$ cat src/hw/bus_consts.svh
`ifndef BUS_CONSTS_SVH
`define BUS_CONSTS_SVH

// main ram window, word organized
`define RAM_BASE        64'h0000_0000_0000_1000
`define RAM_WORDS       1024
`define RAM_BYTES       (`RAM_WORDS * 4)

// single-address peripheral registers
`define KEY_ADDR        64'h0000_0000_0000_8000
`define UART_ADDR       64'h0000_0000_0000_8008
`define SDC_ADDR_REG    64'h0000_0000_0000_8010
`define SDC_READ_REG    64'h0000_0000_0000_8018
`define SDC_READY_REG   64'h0000_0000_0000_8020
`define SDC_AVAIL_REG   64'h0000_0000_0000_8028

// sd sector buffer, one byte per address
`define SDC_BUF_BASE    64'h0000_0000_0000_9000
`define SDC_BUF_BYTES   512

`endif

$ cat src/hw/read_combiner.sv
module read_combiner (
    input  logic        clock_1hz,
    input  logic        KEY0,
    input  logic        read_enable,
    input  logic        ram_valid,
    input  logic [63:0] ram_data,
    input  logic        periph_valid,
    input  logic [63:0] periph_data,
    output logic        bus_read_done,
    output logic [63:0] bus_read_data
);

    logic resp_take;

    // accept a response only while a read is outstanding
    assign resp_take = !bus_read_done && (ram_valid || periph_valid);

    // done is high when idle, low while a read is in flight
    always_ff @(posedge clock_1hz or negedge KEY0) begin
        if (!KEY0) begin
            bus_read_done <= 1'b1;
        end else if (resp_take) begin
            bus_read_done <= 1'b1;
        end else if (read_enable) begin
            bus_read_done <= 1'b0;
        end
    end

    // data lands in the same edge as done
    always_ff @(posedge clock_1hz) begin
        if (resp_take) begin
            bus_read_data <= ram_valid ? ram_data : periph_data;
        end
    end

    // decoder gives one owner per address
    a_one_responder: assert property (@(posedge clock_1hz) disable iff (!KEY0)
        !(ram_valid && periph_valid));

endmodule

$ cat config.mk
export PLATFORM = sky130hd
export DESIGN_NAME = read_combiner
export DESIGN_NICKNAME = d
export VERILOG_FILES = /design/src/hw/bus_consts.svh /design/src/hw/read_combiner.sv
export SDC_FILE = /design/constraint.sdc
export NUM_CORES = 1
export LEC_CHECK = 0
export BUFFER_PORTS_ARGS = -buffer_cell sky130_fd_sc_hd__buf_2
export CORE_ASPECT_RATIO = 1.1
export CORE_MARGIN = 5
export CORE_UTILIZATION = 41
export DETAILED_ROUTE_END_ITERATION = 12
export PLACE_DENSITY = 0.8
export SYNTH_ARGS = -nofsm -noshare
export SYNTH_HDL_FRONTEND = slang
export SYNTH_SLANG_ARGS = --single-unit
$ cat constraint.sdc
create_clock -name clock_1hz -period 4.5 [get_ports clock_1hz]
set_input_delay 0.9 -clock clock_1hz [delete_from_list [all_inputs] [get_ports clock_1hz]]
set_output_delay 0.9 -clock clock_1hz [all_outputs]
set_load 0.03 [all_outputs]
==> run summary <==
Initial Util: 41.6%
Post-cts sizing count: 0
Worst flop-to-flop path endpoint: bus_read_data[37]$_DFFE_PP_
Maximum VDD drop: 0.221 mV
Gr usage total: 16.2%
Syn nets: 273
Pwr dens: 387 nW/um^2
RSZ-0062 raised after global routing: no
Final Skew: 6.59 ps
Final wirelength: 6970 um
Area leader, netlist: edfxtp_1
Footprint of the multi-input gates: 888 um^2
GRT overflow: 0
Post-Layout Cell Count: 433
TritonCTS clock tree: built
Final instance area: 4190 um^2
Pre-CTS setup slack: 1750 ps
Hold_buf cts: 0
Setup slack after layout: 2170 ps
Vias: 1995
MaxCap Viol Count: 0
FILL cells: 560
GR Layer Usage met3: 6.78%
Outcome: completed
WL/cell: 16.1 um
Drt initial violations: 63
First-pass GRT wire length: 11200 um
Sum Neg Setup Slack: 0 ps
Largest net degree at the start of global routing: 40
Reg2reg start: bus_read_done$_DFFE_PN1P_
Yosys reg bits: 65
Mean Syn Cell Area: 20.7 um^2
# rows: 32
Core area: 6970 um^2
Die H: 98.1 um
Post-route ant nets: 0
CP startpoint kind: input port
Worst-path clk slew: 70 ps
Worst EP arrival: 2360 ps
Antenna Cells: 0
Max-slew violations: 0
Vias/cell: 4.61
Mapped Area: 2900 um^2
Nets@finish: 476
Total CTS buffers: 9
Die ar.: 8840 um^2
Worst slew pin tran: 827 ps
Synth area leaders: edfxtp_1, mux2_4, mux2_2
Clk sink count: 65
Critical path fanouts, max: 36
Flop-to-flop setup slack: 2820 ps
Initial antenna violation count: 0
Met2 Track Usage GR: 29.0%
H-tree levels: 3
Critical path startpoint: ram_valid
DIE WIDTH: 90.1 um
Register area: 1950 um^2
Period Utilization, post-route: 51.9%
Met1 Use GR: 15.8%
CP required: 4520 ps
Yosys warnings: 0
Post-CTS Setup Inserts: 0
Gp weighted congestion: 0.714
Busiest layer in global routing: met2
Leakage: 1.94 nW
Synth-to-Final Area Change: 44.8%
Final setup viols: 0
Layout cell share with drive strength beyond 1: 80.2%
Worst Setup End Kind: flip-flop
Upper clock frequency limit: 428 MHz
Post-detail-place hpwl: 5630 um
Post-synth top area share: 66.4%
Clk_lat worst skew: 330 ps
Rel. slew slack: 44.7%
Io pins: 198
Min Clock Period, post-route: 2330 ps
Reg2Reg Depth: 2
Number of global-route vias before repair: 2282
Final Hold Fails: 0
Netlist cell types: 9
CTS Buffer Depth: 2
Post-synthesis sequential area ratio: 67.3%
DR pass1 iterations: 3
Root buffer cell: clkbuf_8
Port buffer count: 197
Cells after synthesis: 140
Post-route DRC: 0
CP Class: in -> reg
Worst hold path type: in -> async
Dpl cell area: 3960 um^2
Cell count after placement: 417
[report_power, final]
group          internal, mW  total (mW)  switching, mW
Sequential            0.729       0.741         0.0123
Clock                 0.365       0.580          0.215
Combinational         0.130       0.302          0.172
[worst max-delay path: stages]
cell and delay, ps:
buf_4 330, nor2_1 140, nor2_4 650, buf_12 300
[how the worst max path moves through the flow]
| stage | to | slack (ps) |
|---|---|---|
| floorplan | bus_read_data[0]$_DFFE_PP_ | 70 |
| global placement | bus_read_data[46]$_DFFE_PP_ | 1830 |
| detailed placement | bus_read_data[40]$_DFFE_PP_ | 1750 |
| CTS | bus_read_data[1]$_DFFE_PP_ | 2120 |
| global route | bus_read_data[44]$_DFFE_PP_ | 2050 |
| finish | bus_read_data[37]$_DFFE_PP_ | 2170 |
[through the flow]
stage / util [%] / hold WS (ps) / total power [mW]
floorplan: - / 581 / 0.947
finish: 60.2 / 490 / 1.62
global placement: 56.8 / 537 / 1.06
global route: 60.2 / 469 / 1.70
CTS: 60.2 / 468 / 1.65
detailed placement: 56.8 / 597 / 1.06
[cell families (layout without fill, tap and decap cells)]
| logic type | count (synthesis) | after routing | synth area share [%] |
|---|---|---|---|
| flops | 65 | 65 | 67.3 |
| simple gates | 3 | 3 | 0.432 |
| buf+inv | 7 | 215 | 2.29 |
| mux | 64 | 64 | 29.8 |
| compound gates | 1 | 1 | 0.173 |
[routing by layer]
| layer | up-vias | wire (um) |
|---|---|---|
| met3 | 16 | 738 |
| met4 | 0 | 164 |
| met2 | 110 | 3870 |
| met1 | 915 | 2200 |
| li1 | 954 | - |
| met5 | - | 0 |
[cell usage in the layout (no fill, tap or decap), drive strengths merged]
| master | count |
|---|---|
| edfxtp | 64 |
| clkinv | 2 |
| mux2 | 64 |
| clkinvlp | 1 |
| nor2 | 2 |
| buf | 199 |
| dfstp | 1 |
| nor3 | 1 |
| bufinv | 3 |
| clkbuf | 10 |
| a21oi | 1 |
[cell usage after synthesis, drive strengths merged]
library cell / number
edfxtp: 64
mux2: 64
buf: 7
nor2: 2
a21oi: 1
dfstp: 1
nor3: 1
[cell type report]
class / instances / share of cell area [%]
clock buffer: 10 / 3.04
sequential: 65 / 46.5
clock inverter: 6 / 2.54
timing repair buffer: 199 / 24.2
multi-input combinational: 68 / 21.2
tap: 85 / 2.54
[flip-flops by register name (all words and copies together), names as in the netlist]
name and count:
bus_read_done 1, bus_read_data 64
(Power assumes the default switching activity.)
