## config.mk

```make
export PLATFORM = sky130hd
export DESIGN_NAME = periph_regs
export DESIGN_NICKNAME = d
export VERILOG_FILES = /design/src/hw/bus_pkg.sv /design/src/hw/periph_regs.sv
export VERILOG_INCLUDE_DIRS = /design/src /design/src/hw
export SDC_FILE = /design/constraint.sdc
export NUM_CORES = 2
export LEC_CHECK = 0
export BUFFER_PORTS_ARGS = -buffer_cell sky130_fd_sc_hd__buf_2
export CORE_ASPECT_RATIO = 2
export CORE_MARGIN = 5
export CORE_UTILIZATION = 51
export DETAILED_ROUTE_END_ITERATION = 8
export PLACE_DENSITY = 0.67
export SLEW_MARGIN = 20
export SYNTH_ARGS = -nofsm -noshare
export SYNTH_HDL_FRONTEND = slang
export SYNTH_SLANG_ARGS = --single-unit
```

## constraint.sdc

```tcl
create_clock -name clock_1hz -period 3.8 [get_ports clock_1hz]
set_input_delay 0.57 -clock clock_1hz [delete_from_list [all_inputs] [get_ports clock_1hz]]
set_output_delay 0.57 -clock clock_1hz [all_outputs]
set_load 0.01 [all_outputs]
```

## src/hw/bus_consts.svh

```systemverilog
`ifndef BUS_CONSTS_SVH
`define BUS_CONSTS_SVH

// main ram window, word organized
`define RAM_BASE        64'h0000_0000_0000_1000
`define RAM_WORDS       1024
`define RAM_BYTES       (`RAM_WORDS * 4)

// single-address peripheral registers
`define KEY_ADDR        64'h0000_0000_0000_8000
`define UART_ADDR       64'h0000_0000_0000_8008
`define SDC_ADDR_REG    64'h0000_0000_0000_8010
`define SDC_READ_REG    64'h0000_0000_0000_8018
`define SDC_READY_REG   64'h0000_0000_0000_8020
`define SDC_AVAIL_REG   64'h0000_0000_0000_8028

// sd sector buffer, one byte per address
`define SDC_BUF_BASE    64'h0000_0000_0000_9000
`define SDC_BUF_BYTES   512

`endif

```

## src/hw/bus_pkg.sv

```systemverilog
package bus_pkg;

    // load/store width and sign, encoded as the cpu drives it
    // stores reuse the low two bits: sb 000, sh 001, sw 010, sd 011
    typedef enum logic [2:0] {
        LB  = 3'b000,
        LH  = 3'b001,
        LW  = 3'b010,
        LD  = 3'b011,
        LBU = 3'b100,
        LHU = 3'b101,
        LWU = 3'b110
    } access_t;

    // which block owns the current bus address
    typedef enum logic [3:0] {
        NONE     = 4'd0,
        RAM      = 4'd1,
        KEY      = 4'd2,
        UART     = 4'd3,
        SD_ADDR  = 4'd4,
        SD_READ  = 4'd5,
        SD_READY = 4'd6,
        SD_AVAIL = 4'd7,
        SD_BUF   = 4'd8
    } region_t;

endpackage

```

## src/hw/periph_regs.sv

```systemverilog
`include "bus_consts.svh"

module periph_regs (
    input  logic             clock_1hz,
    input  logic             KEY0,
    input  bus_pkg::region_t region,
    input  logic [63:0]      address,
    input  logic [63:0]      write_data,
    input  logic             write_enable,
    input  logic             read_enable,
    input  logic [7:0]       key_ascii,
    input  logic             key_pressed,
    input  logic             interrupt_ack,
    output logic [3:0]       interrupt_vector,
    output logic [31:0]      sd_addr,
    output logic             sd_rd_start,
    input  logic [7:0]       sd_dout,
    input  logic             sd_byte_available,
    input  logic             sd_ready,
    output logic             uart_write_pulse,
    output logic [7:0]       uart_data,
    output logic             periph_valid,
    output logic [63:0]      periph_data
);
    import bus_pkg::*;

    localparam int BUF_IDX_W = $clog2(`SDC_BUF_BYTES);

    logic [7:0]           sd_buf [0:`SDC_BUF_BYTES-1];
    logic [7:0]           key_char;
    logic                 key_pressed_d;
    logic                 key_rise;
    logic                 sd_strobe_d;
    logic                 byte_take;
    logic                 last_byte;
    logic                 sd_read_hit;
    logic                 uart_hit;
    logic                 sd_avail;
    logic [BUF_IDX_W-1:0] byte_index;
    logic [63:0]          buf_offset;
    logic [BUF_IDX_W-1:0] buf_idx;
    logic                 rd_pend;
    logic [63:0]          rd_value;

    // edge detects on the slow side inputs
    assign key_rise  = key_pressed && !key_pressed_d;
    assign byte_take = sd_byte_available && !sd_strobe_d && sd_rd_start;
    assign last_byte = (byte_index == BUF_IDX_W'(`SDC_BUF_BYTES - 1));

    // new sector read only when the bridge is idle
    assign sd_read_hit = write_enable && (region == SD_READ) && !sd_rd_start;
    assign uart_hit    = write_enable && (region == UART);

    assign buf_offset = address - `SDC_BUF_BASE;
    assign buf_idx    = buf_offset[BUF_IDX_W-1:0];

    // read mux, everything not listed reads as zero
    always_comb begin
        case (region)
            KEY:      rd_value = {56'd0, key_char};
            SD_READY: rd_value = {63'd0, sd_ready};
            SD_AVAIL: rd_value = {63'd0, sd_avail};
            SD_BUF:   rd_value = {56'd0, sd_buf[buf_idx]};
            default:  rd_value = 64'd0;
        endcase
    end

    always_ff @(posedge clock_1hz or negedge KEY0) begin
        if (!KEY0) begin
            key_pressed_d    <= 1'b0;
            key_char         <= 8'd0;
            interrupt_vector <= 4'd0;
            sd_strobe_d      <= 1'b0;
            sd_addr          <= 32'd0;
            sd_rd_start      <= 1'b0;
            sd_avail         <= 1'b0;
            byte_index       <= '0;
            uart_write_pulse <= 1'b0;
            rd_pend          <= 1'b0;
            periph_valid     <= 1'b0;
        end else begin
            key_pressed_d <= key_pressed;
            sd_strobe_d   <= sd_byte_available;
            if (key_rise) begin
                key_char <= key_ascii;
            end
            // ack clears, a fresh press in the same cycle wins
            if (interrupt_ack) begin
                interrupt_vector <= 4'd0;
            end
            if (key_rise && (key_ascii != 8'd0)) begin
                interrupt_vector <= 4'd1;
            end
            if (write_enable && (region == SD_ADDR)) begin
                sd_addr <= write_data[31:0];
            end
            if (sd_read_hit) begin
                sd_rd_start <= 1'b1;
                sd_avail    <= 1'b0;
                byte_index  <= '0;
            end else if (byte_take) begin
                byte_index <= byte_index + 1'b1;
                // full sector captured
                if (last_byte) begin
                    sd_avail    <= 1'b1;
                    sd_rd_start <= 1'b0;
                end
            end
            uart_write_pulse <= uart_hit;
            // answer one cycle after the enable, ram reads excluded
            rd_pend      <= read_enable && (region != RAM);
            periph_valid <= rd_pend;
        end
    end

    always_ff @(posedge clock_1hz) begin
        if (byte_take) begin
            sd_buf[byte_index] <= sd_dout;
        end
        if (uart_hit) begin
            uart_data <= write_data[7:0];
        end
        if (rd_pend) begin
            periph_data <= rd_value;
        end
    end

    // sd controller only streams bytes after a read start
    a_strobe_in_transfer: assert property (@(posedge clock_1hz) disable iff (!KEY0)
        $rose(sd_byte_available) |-> sd_rd_start);

endmodule

```

==> metrics.cfg <==
[detailed_routing]
drt-initial-drc-count=12100
ant_nets=0
wl_per_cell_um=34.5
finalWirelength_um=453000
route.detailed.drc=0
drtPass1Iterations=6
routed_via_density=6.45
via_count=84700

[floorplanning]
dieHeight_um=807
die_w_um=409
coreArea_um2=317000
dieArea_um2=330000
initial_core_util_pct=51.1
rows=293
floorplan.io_pins=267

[synth]
synthDistinctLibCells=73
synth.avg_cell_area_um2=21.4
synth_edf_count=4112
yosysTopAreaCell=edfxtp_1
synthCells=7571
synth_top_area_share_pct=76.2
synth_warnings=0
synthTopCellsByCount=4112 x edfxtp_1, 1033 x mux4_2, 576 x nor2_1
synth_async_sr_flop_share_pct=1.37
syn_area_um2=162000
synthTopCellsByArea=edfxtp_1 76%, mux4_2 14%, nor2_1 1.3%, mux2i_1 1.2%, dfrtp_1 0.88%
ys_ff_latch=4169
yosysMostFrequentCell=edfxtp_1
synth_ff_type=edfxtp_1
yosysSeqAreaShare_pct=77.0

[layout]
area_growth_pct=15.7
nets=8849
fin_util_pct=59.1
fill_cells=22500
instances_no_fill=13100
stdcell_area_um2=188000
drive_gt1_share_pct=31.9

[critical_path]
cp.arrival_ns=3.95
critical_path_class=register to register
end_kind=register
required_ns=4.48
crit_fanout=1
crit_path_start_kind=register

[timing]
finalMaxSlewViolations=0
tns_ns=0
setup_violations=0
max_freq_mhz=305
min_period_ns=3.28
rsz0062_at_grt=false
fin_crit_sh_pct=86.2
timing.final.hold_violations=0
fin_skew_ns=0.0443
worst_pin_slew_ns=1.22
relSlewSlack_pct=18.6

[placement]
gp_congestion=0.915
placed_cell_area_um2=175000
dpl.hpwl_um=292000
dp.cells=12400
io_buffer_count=120

[cts]
root_buffer=clkbuf_16
cts_resized=0
cts_setup_buffers=0
tritoncts=done
cts_made_buffers=359
htreeDepth=5
clk_pin_slew_ns=0.07
worstSkewPairLatency_ns=0.92
cts_max_path_buffers=4
cts_sinks=4169

[pwr]
p_total_mw=94.5
switching_share_pct=21.7
pwr-share-clk_pct=40.0
p_seq_share_pct=53.7
p_int_mw=73.9
ir_drop_mv=0.453
cellLeakagePower_nw=60.6
comb_power_share_pct=6.3
switchingPower_mw=20.5
p_per_area_nw_per_um2=503

[job]
maxCapViolCount=0

[global_route]
grt_start_max_net_pins=134
antenna_found_initial=18
grt_pass1_wl_um=640000
grtUsageTotal_pct=27.2
grt_overflow=0
grt_pass1_vias=84500

[min_path]
hold_path_class=primary input to register

[run_status]
status=finished, final reports clean

power by group through the flow:
stage / Combinational [mW] / Sequential (mW) / Clock [mW]
6_report: 5.96 / 50.7 / 37.8
5_1_grt: 6.16 / 50.7 / 40.1
4_1_cts: 5.91 / 50.7 / 38.2
3_5_place_dp: 5.87 / 51.7 / 0
3_3_place_gp: 5.79 / 51.7 / 0
2_1_floorplan: 2.63 / 51.8 / 0
worst paths after layout:
kind / slack, ns / startpoint / cells past startpoint / endpoint
worst max-delay path: 0.52 / sd_buf[293][4] / 8 / periph_data[4]
worst max register to register: 0.52 / sd_buf[293][4] / 8 / periph_data[4]
max in group asynchronous: 2.77 / KEY0 / 2 / key_char[6]
min in group asynchronous: 0.31 / KEY0 / 2 / sd_addr[4]
worst min register to register: 0.50 / sd_addr[3] / 1 / sd_addr[3]
worst min-delay path: 0.05 / sd_dout[2] / 1 / sd_buf[368][2]
critical path, cell delays in order (launching register included):
cell and delay [ns]:
edfxtp_1 0.37, mux4_2 0.51, mux4_2 0.52, nand2_1 0.09, o21ai_0 0.34, buf_4 0.27
nor3_1 0.27, o221ai_1 0.26, a221o_1 0.39
cell families (layout without fill, tap and decap cells):
| logic type | after synthesis | after routing | synth area share [%] |
|---|---|---|---|
| other cells | 1 | 73 | 0.00231 |
| fa+ha+maj | 5 | 5 | 0.0386 |
| simple gates | 1028 | 1028 | 2.68 |
| mux | 1296 | 1296 | 16.0 |
| xor+xnor | 7 | 7 | 0.0378 |
| buf+inv | 538 | 1886 | 1.86 |
| flops | 4169 | 4169 | 77.0 |
| compound gates | 527 | 527 | 2.33 |
area by class of cell:
class | count | area, um^2 | share of cell area [%]
clock buffer | 423 | 9370 | 4.99
multi-input combinational | 2922 | 34700 | 18.5
inverter | 11 | 53.8 | 0.0287
clock inverter | 227 | 2580 | 1.37
sequential | 4169 | 125000 | 66.6
timing repair buffer | 1225 | 10800 | 5.77
tap | 4130 | 5170 | 2.75
antenna | 14 | 35.0 | 0.0187
per-layer routing:
layer,global-route usage [%],up-vias,wire (um)
li1,-,33600,-
met1,37.2,44900,165000
met2,42.6,5113,216000
met3,5.48,964,45900
met4,12.6,8,25700
met5,0,-,56
layout by cell type (no fill, tap or decap), types with 11 or more instances in the layout:
cell and n:
o21ai_0 35, clkinv_1 71, nand3_4 12, o22ai_1 66
a311oi_1 13, a311o_1 11, diode_2 14, a211oi_1 38
mux4_2 1033, o211ai_1 12, a31oi_1 33, buf_4 934
clkinv_2 59, bufinv_16 49, clkbuf_1 54, a21oi_1 80
clkinvlp_4 27, mux2_2 61, buf_2 105, nor2_1 569
clkbuf_16 363, o221ai_1 40, nor3_1 21, nor4_1 12
and2_1 23, a22o_1 17, conb_1 59, nand2_1 222
nor2b_1 30, dfrtp_1 57, buf_12 135, mux2i_1 202
nand3_1 56, dlygate4sd3_1 39, a22oi_1 95, edfxtp_1 4112
a221oi_1 23
metrics by stage:
| stage | hold slack, ns | setup slack (ns) |
|---|---|---|
| floorplan | 0.274 | 0.692 |
| global placement | 0.482 | -0.307 |
| detailed placement | 0.487 | -0.346 |
| CTS | 0.00652 | 0.532 |
| global route | 0.0140 | 0.464 |
| finish | 0.0545 | 0.524 |
state kept, by name, summed over array words and instances (netlist names):
name	cells
byte_index	9
interrupt_vector	1
key_char	8
key_pressed_d	1
periph_data	8
periph_valid	1
rd_pend	1
sd_addr	32
sd_avail	1
sd_buf	4096
sd_rd_start	1
sd_strobe_d	1
uart_data	8
uart_write_pulse	1
what timing repair did:
action | CTS | global route
endpoints found under the setup margin | 0 | 0
endpoints found under the hold margin | 102 | 0
hold buffers | 39 | 0
Power figures use the tool's default switching activity.
