--- config.mk ---
export PLATFORM = sky130hd
export DESIGN_NAME = bus_decoder
export DESIGN_NICKNAME = d
export VERILOG_FILES = /design/src/hw/bus_pkg.sv /design/src/hw/bus_decoder.sv
export VERILOG_INCLUDE_DIRS = /design/src /design/src/hw
export SDC_FILE = /design/constraint.sdc
export NUM_CORES = 1
export LEC_CHECK = 0
export BUFFER_PORTS_ARGS = -buffer_cell sky130_fd_sc_hd__buf_2
export CAP_MARGIN = 5
export CORE_AREA = 3 3 40 42
export DETAILED_ROUTE_END_ITERATION = 8
export DIE_AREA = 0 0 43 45
export GPL_ROUTABILITY_DRIVEN = 0
export PLACE_DENSITY_LB_ADDON = 0.3
export SETUP_SLACK_MARGIN = 0.3
export SLEW_MARGIN = 20
export SYNTH_ARGS = -nofsm -noshare
export SYNTH_HDL_FRONTEND = slang
export SYNTH_SLANG_ARGS = --single-unit
--- constraint.sdc ---
create_clock -name vclk -period 2
set_clock_uncertainty 0.2 [all_clocks]
set_input_delay 0.4 -clock vclk [all_inputs]
set_output_delay 0.4 -clock vclk [all_outputs]
set_load 0.05 [all_outputs]
--- src/hw/bus_consts.svh ---
`ifndef BUS_CONSTS_SVH
`define BUS_CONSTS_SVH

// main ram window, word organized
`define RAM_BASE        64'h0000_0000_0000_1000
`define RAM_WORDS       1024
`define RAM_BYTES       (`RAM_WORDS * 4)

// single-address peripheral registers
`define KEY_ADDR        64'h0000_0000_0000_8000
`define UART_ADDR       64'h0000_0000_0000_8008
`define SDC_ADDR_REG    64'h0000_0000_0000_8010
`define SDC_READ_REG    64'h0000_0000_0000_8018
`define SDC_READY_REG   64'h0000_0000_0000_8020
`define SDC_AVAIL_REG   64'h0000_0000_0000_8028

// sd sector buffer, one byte per address
`define SDC_BUF_BASE    64'h0000_0000_0000_9000
`define SDC_BUF_BYTES   512

`endif

--- src/hw/bus_pkg.sv ---
package bus_pkg;

    // load/store width and sign, encoded as the cpu drives it
    // stores reuse the low two bits: sb 000, sh 001, sw 010, sd 011
    typedef enum logic [2:0] {
        LB  = 3'b000,
        LH  = 3'b001,
        LW  = 3'b010,
        LD  = 3'b011,
        LBU = 3'b100,
        LHU = 3'b101,
        LWU = 3'b110
    } access_t;

    // which block owns the current bus address
    typedef enum logic [3:0] {
        NONE     = 4'd0,
        RAM      = 4'd1,
        KEY      = 4'd2,
        UART     = 4'd3,
        SD_ADDR  = 4'd4,
        SD_READ  = 4'd5,
        SD_READY = 4'd6,
        SD_AVAIL = 4'd7,
        SD_BUF   = 4'd8
    } region_t;

endpackage

--- src/hw/bus_decoder.sv ---
`include "bus_consts.svh"

module bus_decoder (
    input  logic [63:0]      address,
    output bus_pkg::region_t region
);
    import bus_pkg::*;

    logic ram_hit;
    logic buf_hit;

    // window compares, upper bound exclusive
    assign ram_hit = (address >= `RAM_BASE) && (address < `RAM_BASE + `RAM_BYTES);
    assign buf_hit = (address >= `SDC_BUF_BASE) &&
                     (address < `SDC_BUF_BASE + `SDC_BUF_BYTES);

    // exactly one region per address, unmatched falls to none
    always_comb begin
        region = NONE;
        if (ram_hit) begin
            region = RAM;
        end else if (buf_hit) begin
            region = SD_BUF;
        end else begin
            case (address)
                `KEY_ADDR:      region = KEY;
                `UART_ADDR:     region = UART;
                `SDC_ADDR_REG:  region = SD_ADDR;
                `SDC_READ_REG:  region = SD_READ;
                `SDC_READY_REG: region = SD_READY;
                `SDC_AVAIL_REG: region = SD_AVAIL;
                default:        region = NONE;
            endcase
        end
    end

    // memory map sanity: ram and sector buffer must not overlap
    a_windows_disjoint: assert final (!(ram_hit && buf_hit));

endmodule

==> metrics.yaml, run 1 <==
setup_path:
  critPathLaunchType: "input port"
  endpoint_kind: "output pin"
  cp-startpoint: "address[32]"
  cp-endpoint: "region[3]"
  worst-endpoint-arrival_ps: 1610
  crit_fanout: 4
  critPathKind: "input port to output pin"
  critPathRequiredTime_ps: 1400
detailed_routing:
  drcViolationCount: 0
  drt_iter0_markers: 2
  vias: 552
  viasPerCell: 4.718
  routed_wirelength_um: 1489
  routedWlPerCell_um: 12.73
  firstDrtPassIters: 2
  ant_nets: 0
cells_and_area:
  fin_nets: 168
  multi_input_area_um2: 311.5
  clkbuf_count: 0
  final_cell_area_um2: 779.5
  seq_area_um2: 0
  design.seq.count: 0
  drive_above_1_share_pct: 86.27
  final_core_util_pct: 60.66
  area_growth_pct: 294.3
  fill_cells: 123
  diodes: 0
job:
  cap_violations: 0
timing:
  fin_crit_ps: 2214
  setup_viol: 4
  worst_pin_slew_ps: 273.8
  slew_headroom_pct: 81.70
  post-route-period-util_pct: 110.7
  fin_ws_ps: -214.2
  rsz0062_at_grt: "yes"
  slew_viol_final: 0
  hold_viol: 0
  max_freq_mhz: 451.6
yosys:
  yosysTopAreaCellShare_pct: 37.97
  yosysWarningCount: 0
  synth_cells: 30
  synth_top_cell_by_area: "nor4_1"
  avgSynthCellArea_um2: 6.590
  yosys-top-cells-count: "12 x nor4_1, 4 x nand4_1, 3 x nand2_1"
  synth_area_leaders: "nor4_1 38%, nand4_1 13%, nor3b_1 7.6%, nor4_2 6.3%, nand2_1 5.7%"
  synth_nets: 94
  synth_seq_area_share_pct: 0
  synth_cell_type_count: 13
  yosysMostFrequentCell: "nor4_1"
  synth_area_um2: 197.7
min_path:
  hp-start: "address[4]"
  hp-class: "input port to output pin"
place:
  dpl-instance-area_um2: 653.1
  io_buffers: 68
  dp_hpwl_um: 1355
  place_ws_ps: -336.9
grt:
  grt_pass1_wl_um: 2097
  overflow: 0
  gr-usage-all-layers_pct: 13.52
  first_global_vias: 542
  antenna_found_initial: 0
  grt_max_degree: 5
floorplan:
  dieArea_um2: 1935
  placementRows: 13
  core_um2: 1285
  die_w_um: 43
  floorplan.die.height_um: 45
  io_pins: 68
  start_util_pct: 15.38
pwr:
  p_sw_mw: 0.03849
  powerDensity_nw_per_um2: 136.2
  swShare_pct: 36.24
  vdd_ir_drop_max_v: 0.00008030
  p_int_mw: 0.06771
  pwr-share-seq_pct: 0
  power.leakage_nw: 0.3730
  comb_power_share_pct: 100.0
  pwr-share-clk_pct: 0
status:
  status: "finished, violations left"
  violations: "negative setup slack"
clocking:
  postCtsSetupRepairBufs: 0
area by class of cell:
cell class | count | share of cell area (%)
timing repair buffer | 72 | 57.62
multi-input combinational | 30 | 39.97
tap | 15 | 2.408
critical path, stage by stage:
cell     delay, ps
buf_6           90
nor4_2         260
nand4_1        160
nor3_2         290
and4_4         270
buf_8          140
cells by family (layout without fill, tap and decap cells):
kind of cell,count (synthesis),in the layout,share of synthesized area (%)
compound gates,1,1,3.167
buf+inv,0,72,0
simple gates,28,28,92.40
xor+xnor,1,1,4.431
what timing repair did:
item / in CTS / in global routing
pin swaps: 6 / 7
resized for setup: 19 / 6
endpoints found under the setup margin: 4 / 4
hold buffers: 0 / 0
power groups by stage:
stage                     combinational [mW]  clock, mW  sequential [mW]
final                                  0.106          0                0
after global routing                   0.115          0                0
after CTS                             0.0988          0                0
after detailed placement              0.0886          0                0
after global placement                0.0859          0                0
after floorplan                       0.0137          0                0
cells in the final DEF (no fill, tap or decap):
cell type and instances:
and2_2 1, and4_4 1, buf_2 56, buf_4 4, buf_6 11, buf_8 1, nand2_1 3, nand4_1 4
nor2_1 1, nor3_1 1, nor3_2 1, nor3b_4 2, nor4_1 3, nor4_2 7, nor4_4 3, nor4b_2 1
o22ai_1 1, xnor2_1 1
routing by layer:
metal / vias up / routed length (µm) / part of all wire, % / global-route usage (%)
li1: 279 / - / - / -
met1: 254 / 439 / 29 / 13.57
met2: 19 / 966 / 65 / 31.74
met3: 0 / 83 / 5.6 / 0
met4: 0 / 0 / 0 / 0
met5: - / 0 / 0 / 0
stage by stage:
stage / cells / hold slack (ps) / TNS [ps] / power, mW
after floorplan: 30 / 665.5 / -298.4 / 0.01371
after global placement: 117 / 976.3 / -1124 / 0.08594
after detailed placement: 117 / 979.4 / -1255 / 0.08864
after CTS: 117 / 925.2 / -778.2 / 0.09884
after global routing: 117 / 935.2 / -979.4 / 0.1154
final: 117 / 921.7 / -783.4 / 0.1062
how the worst min path moves through the flow:
stage | end | slack (ps) | cells after the start
finish | region[1] | 920 | 3
global route | region[1] | 940 | 3
CTS | region[1] | 930 | 3
detailed placement | region[1] | 980 | 3
global placement | region[1] | 980 | 3
floorplan | region[1] | 670 | 1
Power figures use the tool's default switching activity.
==> run 2: changes to the inputs <==
ABC_AREA = 1   (was unset)
CORE_AREA = unset   (was 3 3 40 42)
CORE_MARGIN = 3   (was unset)
CORE_UTILIZATION = 30   (was unset)
DIE_AREA = unset   (was 0 0 43 45)
==> run 2 against run 1 <==
  * The run still ends with negative setup slack left
  * Core utilization grew 26 points
  * Fmax down 0.53%
  * Area after synthesis increased by 110%
  * Hold slack improved by 260 ps
  * Sequential share of layout area stayed put
  * Critical path type unchanged
  * Largest power group unchanged
==> metrics.yaml, run 2 <==
grt:
  antenna_found_initial: 0
  gr-usage-all-layers_pct: 17.40
  first_global_vias: 770
  overflow: 0
  grt_pass1_wl_um: 2773
  grt_max_degree: 7
pwr:
  vdd_ir_drop_max_v: 0.00009291
  power.leakage_nw: 0.4999
  p_total_mw: 0.1372
  powerDensity_nw_per_um2: 129.6
timing:
  holdWs_ps: 1178
  fin_ws_ps: -226.1
  max_freq_mhz: 449.2
  slew_headroom_pct: 76.89
  post-route-period-util_pct: 111.3
  slew_viol_final: 0
  rsz0062_at_grt: "yes"
  setup_viol: 4
  worst_pin_slew_ps: 343.0
  fin_crit_ps: 2226
  hold_viol: 0
min_path:
  hp-start: "address[15]"
  hp-class: "input port to output pin"
  worstHoldPathCells: 5
  hold_end: "region[3]"
job:
  cap_violations: 0
yosys:
  synth_area_um2: 424.2
  synth_cell_type_count: 13
  yosysMostFrequentCell: "nor2_1"
  synth_nets: 159
  yosysWarningCount: 0
  yosys-top-cells-count: "41 x nor2_1, 22 x nand2_1, 7 x inv_1"
  yosysTopAreaCellShare_pct: 36.28
  synth_cells: 95
  synth_seq_area_share_pct: 0
  synth_top_cell_by_area: "nor2_1"
  synth_area_leaders: "nor2_1 36%, nand2_1 19%, nor2_2 8.8%, inv_1 6.2%, nand3_1 5.9%"
  avgSynthCellArea_um2: 4.465
status:
  violations: "negative setup slack"
  status: "finished, violations left"
detailed_routing:
  drt_iter0_markers: 11
  routedWlPerCell_um: 12.50
  firstDrtPassIters: 4
  routed_wirelength_um: 2312
  vias: 865
  viasPerCell: 4.676
  ant_nets: 0
  drcViolationCount: 0
cells_and_area:
  diodes: 0
  final_cell_area_um2: 1059
  fin_nets: 237
  final_core_util_pct: 87.04
  fill_cells: 71
  area_growth_pct: 149.6
  final_cell_mix: "52 x buf_2, 29 x nor2_1, 20 x nand2_1"
  seq_area_um2: 0
  multi_input_area_um2: 501.7
  drive_above_1_share_pct: 61.99
  clkbuf_count: 0
  design.seq.count: 0
  final_cells: 185
  final_common_cell: "buf_2"
floorplan:
  placementRows: 12
  dieArea_um2: 1901
  start_util_pct: 34.88
  core_um2: 1216
  io_pins: 68
  floorplan.die.height_um: 43.60
  die_w_um: 43.60
setup_path:
  cp_common_cell: "nor2_4"
  cp-startpoint: "address[33]"
  critPathRequiredTime_ps: 1400
  path_buf_inv: 2
  critPathKind: "input port to output pin"
  endpoint_kind: "output pin"
  worst-endpoint-arrival_ps: 1630
  crit_slowest_cell: "nand4_1"
  cpLargestDelayFamily: "simple AND/OR/NAND/NOR gates"
  critPathLaunchType: "input port"
  crit_fanout: 2
  cp_cell_sequence: "buf_6 -> nor2_4 -> nand2_1 -> nor2_1 -> nand2_1 -> nor2_4 -> nand4_1 -> nor2_4 -> buf_6"
  cp_slowest_stage_delay_ps: 230
place:
  dpl.cell_count: 184
  io_buffers: 68
  dpl-instance-area_um2: 879.6
  dp_hpwl_um: 1535
## run 2: cell types whose count changed after synthesis, sizes merged, moves of 2 or more
cell | before | now
nor3 | 2 | 0
nor3b | 2 | 0
nor4 | 13 | 0
nor2 | 1 | 49
nand3 | 0 | 6
a21oi | 0 | 2
nand2 | 3 | 25
inv | 0 | 8
## run 2: routing by layer
| layer | vias to the layer above | GRT usage (%) | wire length (µm) |
|---|---|---|---|
| li1 | 448 | - | - |
| met1 | 374 | 18.55 | 801 |
| met2 | 41 | 36.63 | 1288 |
| met3 | 2 | 1.660 | 209 |
| met4 | 0 | 1.205 | 12 |
| met5 | - | 0 | 0 |
## run 2: cell families (layout without fill, tap and decap cells)
| family | count (synthesis) | in the layout | synth area share (%) |
|---|---|---|---|
| simple gates | 84 | 84 | 88.50 |
| buf+inv | 8 | 84 | 7.080 |
| compound gates | 3 | 3 | 4.423 |
## run 2: what timing repair did
action                                  4_1_cts  5_1_grt
pin swaps                                     8       16
hold buffers                                  0        0
gates resized for setup                      18       21
setup buffers                                 1        0
endpoints found under the setup margin        4        4
endpoints found under the hold margin         0        0
## run 2: power breakdown
part / internal, mW / switching [mW]
combinational: 0.0812 / 0.0559
sequential: 0 / 0
clock: 0 / 0
## run 2: worst max path at each step
stage	to	cells after the start	slack (ps)
after global placement	region[2]	9	-160
final	region[2]	9	-230
after detailed placement	region[2]	9	-180
after CTS	region[2]	9	-90
after floorplan	region[1]	7	40
after global routing	region[2]	9	-330
## run 2: area by class of cell
class / count / area share [%]
Multi-Input combinational cell: 87 / 47.40
Inverter: 8 / 3.310
Timing Repair Buffer: 76 / 47.64
Tap cell: 14 / 1.655
## run 2: per-stage QoR
step	setup slack, ps	TNS (ps)
after floorplan	35.46	0
after global placement	-159.2	-478.1
after detailed placement	-176.1	-570.6
after CTS	-91.04	-200.1
after global routing	-330.5	-1085
final	-226.1	-695.2
==> run 3: changes to the inputs <==
--- a/config.mk
+++ b/config.mk
@@ -11,4 +11,6 @@
 export CAP_MARGIN = 5
+export CELL_PAD_IN_SITES_DETAIL_PLACEMENT = 0
+export CELL_PAD_IN_SITES_GLOBAL_PLACEMENT = 2
 export CORE_MARGIN = 3
-export CORE_UTILIZATION = 30
+export CORE_UTILIZATION = 10
 export DETAILED_ROUTE_END_ITERATION = 8
--- a/constraint.sdc
+++ b/constraint.sdc
@@ -4,2 +4,2 @@
 set_output_delay 0.4 -clock vclk [all_outputs]
-set_load 0.05 [all_outputs]
+set_load 0.01 [all_outputs]
==> run 3 against run 2 <==
  * The run now ends clean
  * Hold slack worse by 130 ps
  * Count of clock-buffer cells in the layout is the same
  * Sequential cell count unchanged
  * Core utilization is 64 points lower
  * Largest power group unchanged
  * Highest routed layer is now met3
==> metrics.yaml, run 3 (synthesis gave the netlist of run 2 again) <==
cells_and_area:
  final_common_cell: "buf_2"
  fill_cells: 470
  final_cells: 215
  diodes: 0
  area_growth_pct: 115.6
  fin_nets: 231
  clkbuf_count: 0
  final_cell_area_um2: 914.6
  final_core_util_pct: 22.54
  final_cell_mix: "62 x buf_2, 34 x nor2_1, 21 x nand2_1"
  drive_above_1_share_pct: 56.36
  seq_area_um2: 0
  design.seq.count: 0
setup_path:
  crit_fanout: 4
  path_buf_inv: 2
  cpLargestDelayFamily: "simple AND/OR/NAND/NOR gates"
  cp_cell_sequence: "buf_2 -> nor2_2 -> nand2_1 -> nor2_1 -> nand2_1 -> nor2_4 -> nand4_1 -> nor2_1 -> buf_2"
  crit_slowest_cell: "nor2_4"
  critPathLaunchType: "input port"
  endpoint_kind: "output pin"
  worst-endpoint-arrival_ps: 1370
  critPathRequiredTime_ps: 1400
  cp_slowest_stage_delay_ps: 150
  critPathKind: "input port to output pin"
detailed_routing:
  drcViolationCount: 0
  viasPerCell: 3.670
  vias: 789
  routed_wirelength_um: 1814
  firstDrtPassIters: 4
  wl_met2_um: 1022
  wl_met1_um: 674
  ant_nets: 0
  drt_iter0_markers: 7
  wl_met3_um: 117
  routedWlPerCell_um: 8.437
  top_layer_used: "met3"
timing:
  setup_viol: 0
  slew_headroom_pct: 86.93
  max_freq_mhz: 506.6
  fin_ws_ps: 26.05
  rsz0062_at_grt: "yes"
  slew_viol_final: 0
  post-route-period-util_pct: 98.70
  fin_crit_ps: 1974
  worst_pin_slew_ps: 195.9
  hold_viol: 0
pwr:
  power.leakage_nw: 0.4518
  powerDensity_nw_per_um2: 121.1
  vdd_ir_drop_max_v: 0.00003536
  p_total_mw: 0.1108
status:
  status: "completed"
job:
  cap_violations: 0
grt:
  first_global_vias: 765
  antenna_found_initial: 0
  gr-usage-all-layers_pct: 6.381
  overflow: 0
  grt_max_degree: 6
  grt_pass1_wl_um: 2835
place:
  dp_hpwl_um: 1681
  place_ws_ps: -5.995
  dpl-instance-area_um2: 827.0
  dpl.cell_count: 213
  io_buffers: 68
min_path:
  hp-class: "input port to output pin"
floorplan:
  io_pins: 68
  placementRows: 23
  die_w_um: 71.13
  floorplan.die.height_um: 71.13
  core_um2: 4058
  start_util_pct: 10.45
  dieArea_um2: 5059
[run 3: cell types whose count changed in the layout (fill, tap and decap cells not counted), sizes merged]
cell / delta
buf: -6
[run 3: tightest hold or removal path: cells and delay by family]
kind,cells,cell delay (ps)
buffers and inverters,2,240
AND/OR/NAND/NOR,2,210
[run 3: report_power, final]
group,switching [mW],total [mW],internal [mW]
Combinational,0.0441,0.111,0.0666
Clock,0,0,0
Sequential,0,0,0
Total,0.0441,0.111,0.0666
[run 3: area by class of cell]
class / count / area, µm² / share of cell area [%]
repair buffers: 70 / 392.9 / 42.95
inverters: 8 / 30.03 / 3.283
well taps: 50 / 62.56 / 6.840
multi-input cells: 87 / 429.2 / 46.92
[run 3: worst paths after layout]
kind | from | end | slack (ps) | cells past startpoint
worst max-delay path | address[37] | region[2] | 30 | 9
worst min-delay path | address[15] | region[3] | 1050 | 4
[run 3: metal layers]
layer	vias up	track usage, %
li1	437	-
met1	326	6.955
met2	26	13.70
met3	0	0.5682
met4	0	0
met5	-	0
[run 3: repair_timing]
action	in CTS	in global routing
resized for setup	4	13
pin swaps	7	13
endpoints found under the setup margin	4	4
hold buffers	0	0
setup buffers	1	1
[run 3: stage by stage]
step / hold slack (ps) / setup TNS, ps
after floorplan: 774.8 / 0
after global placement: 1041 / 0
final: 1048 / 0
after global routing: 1104 / -353.7
after detailed placement: 1058 / -6.672
after CTS: 1060 / -6.293
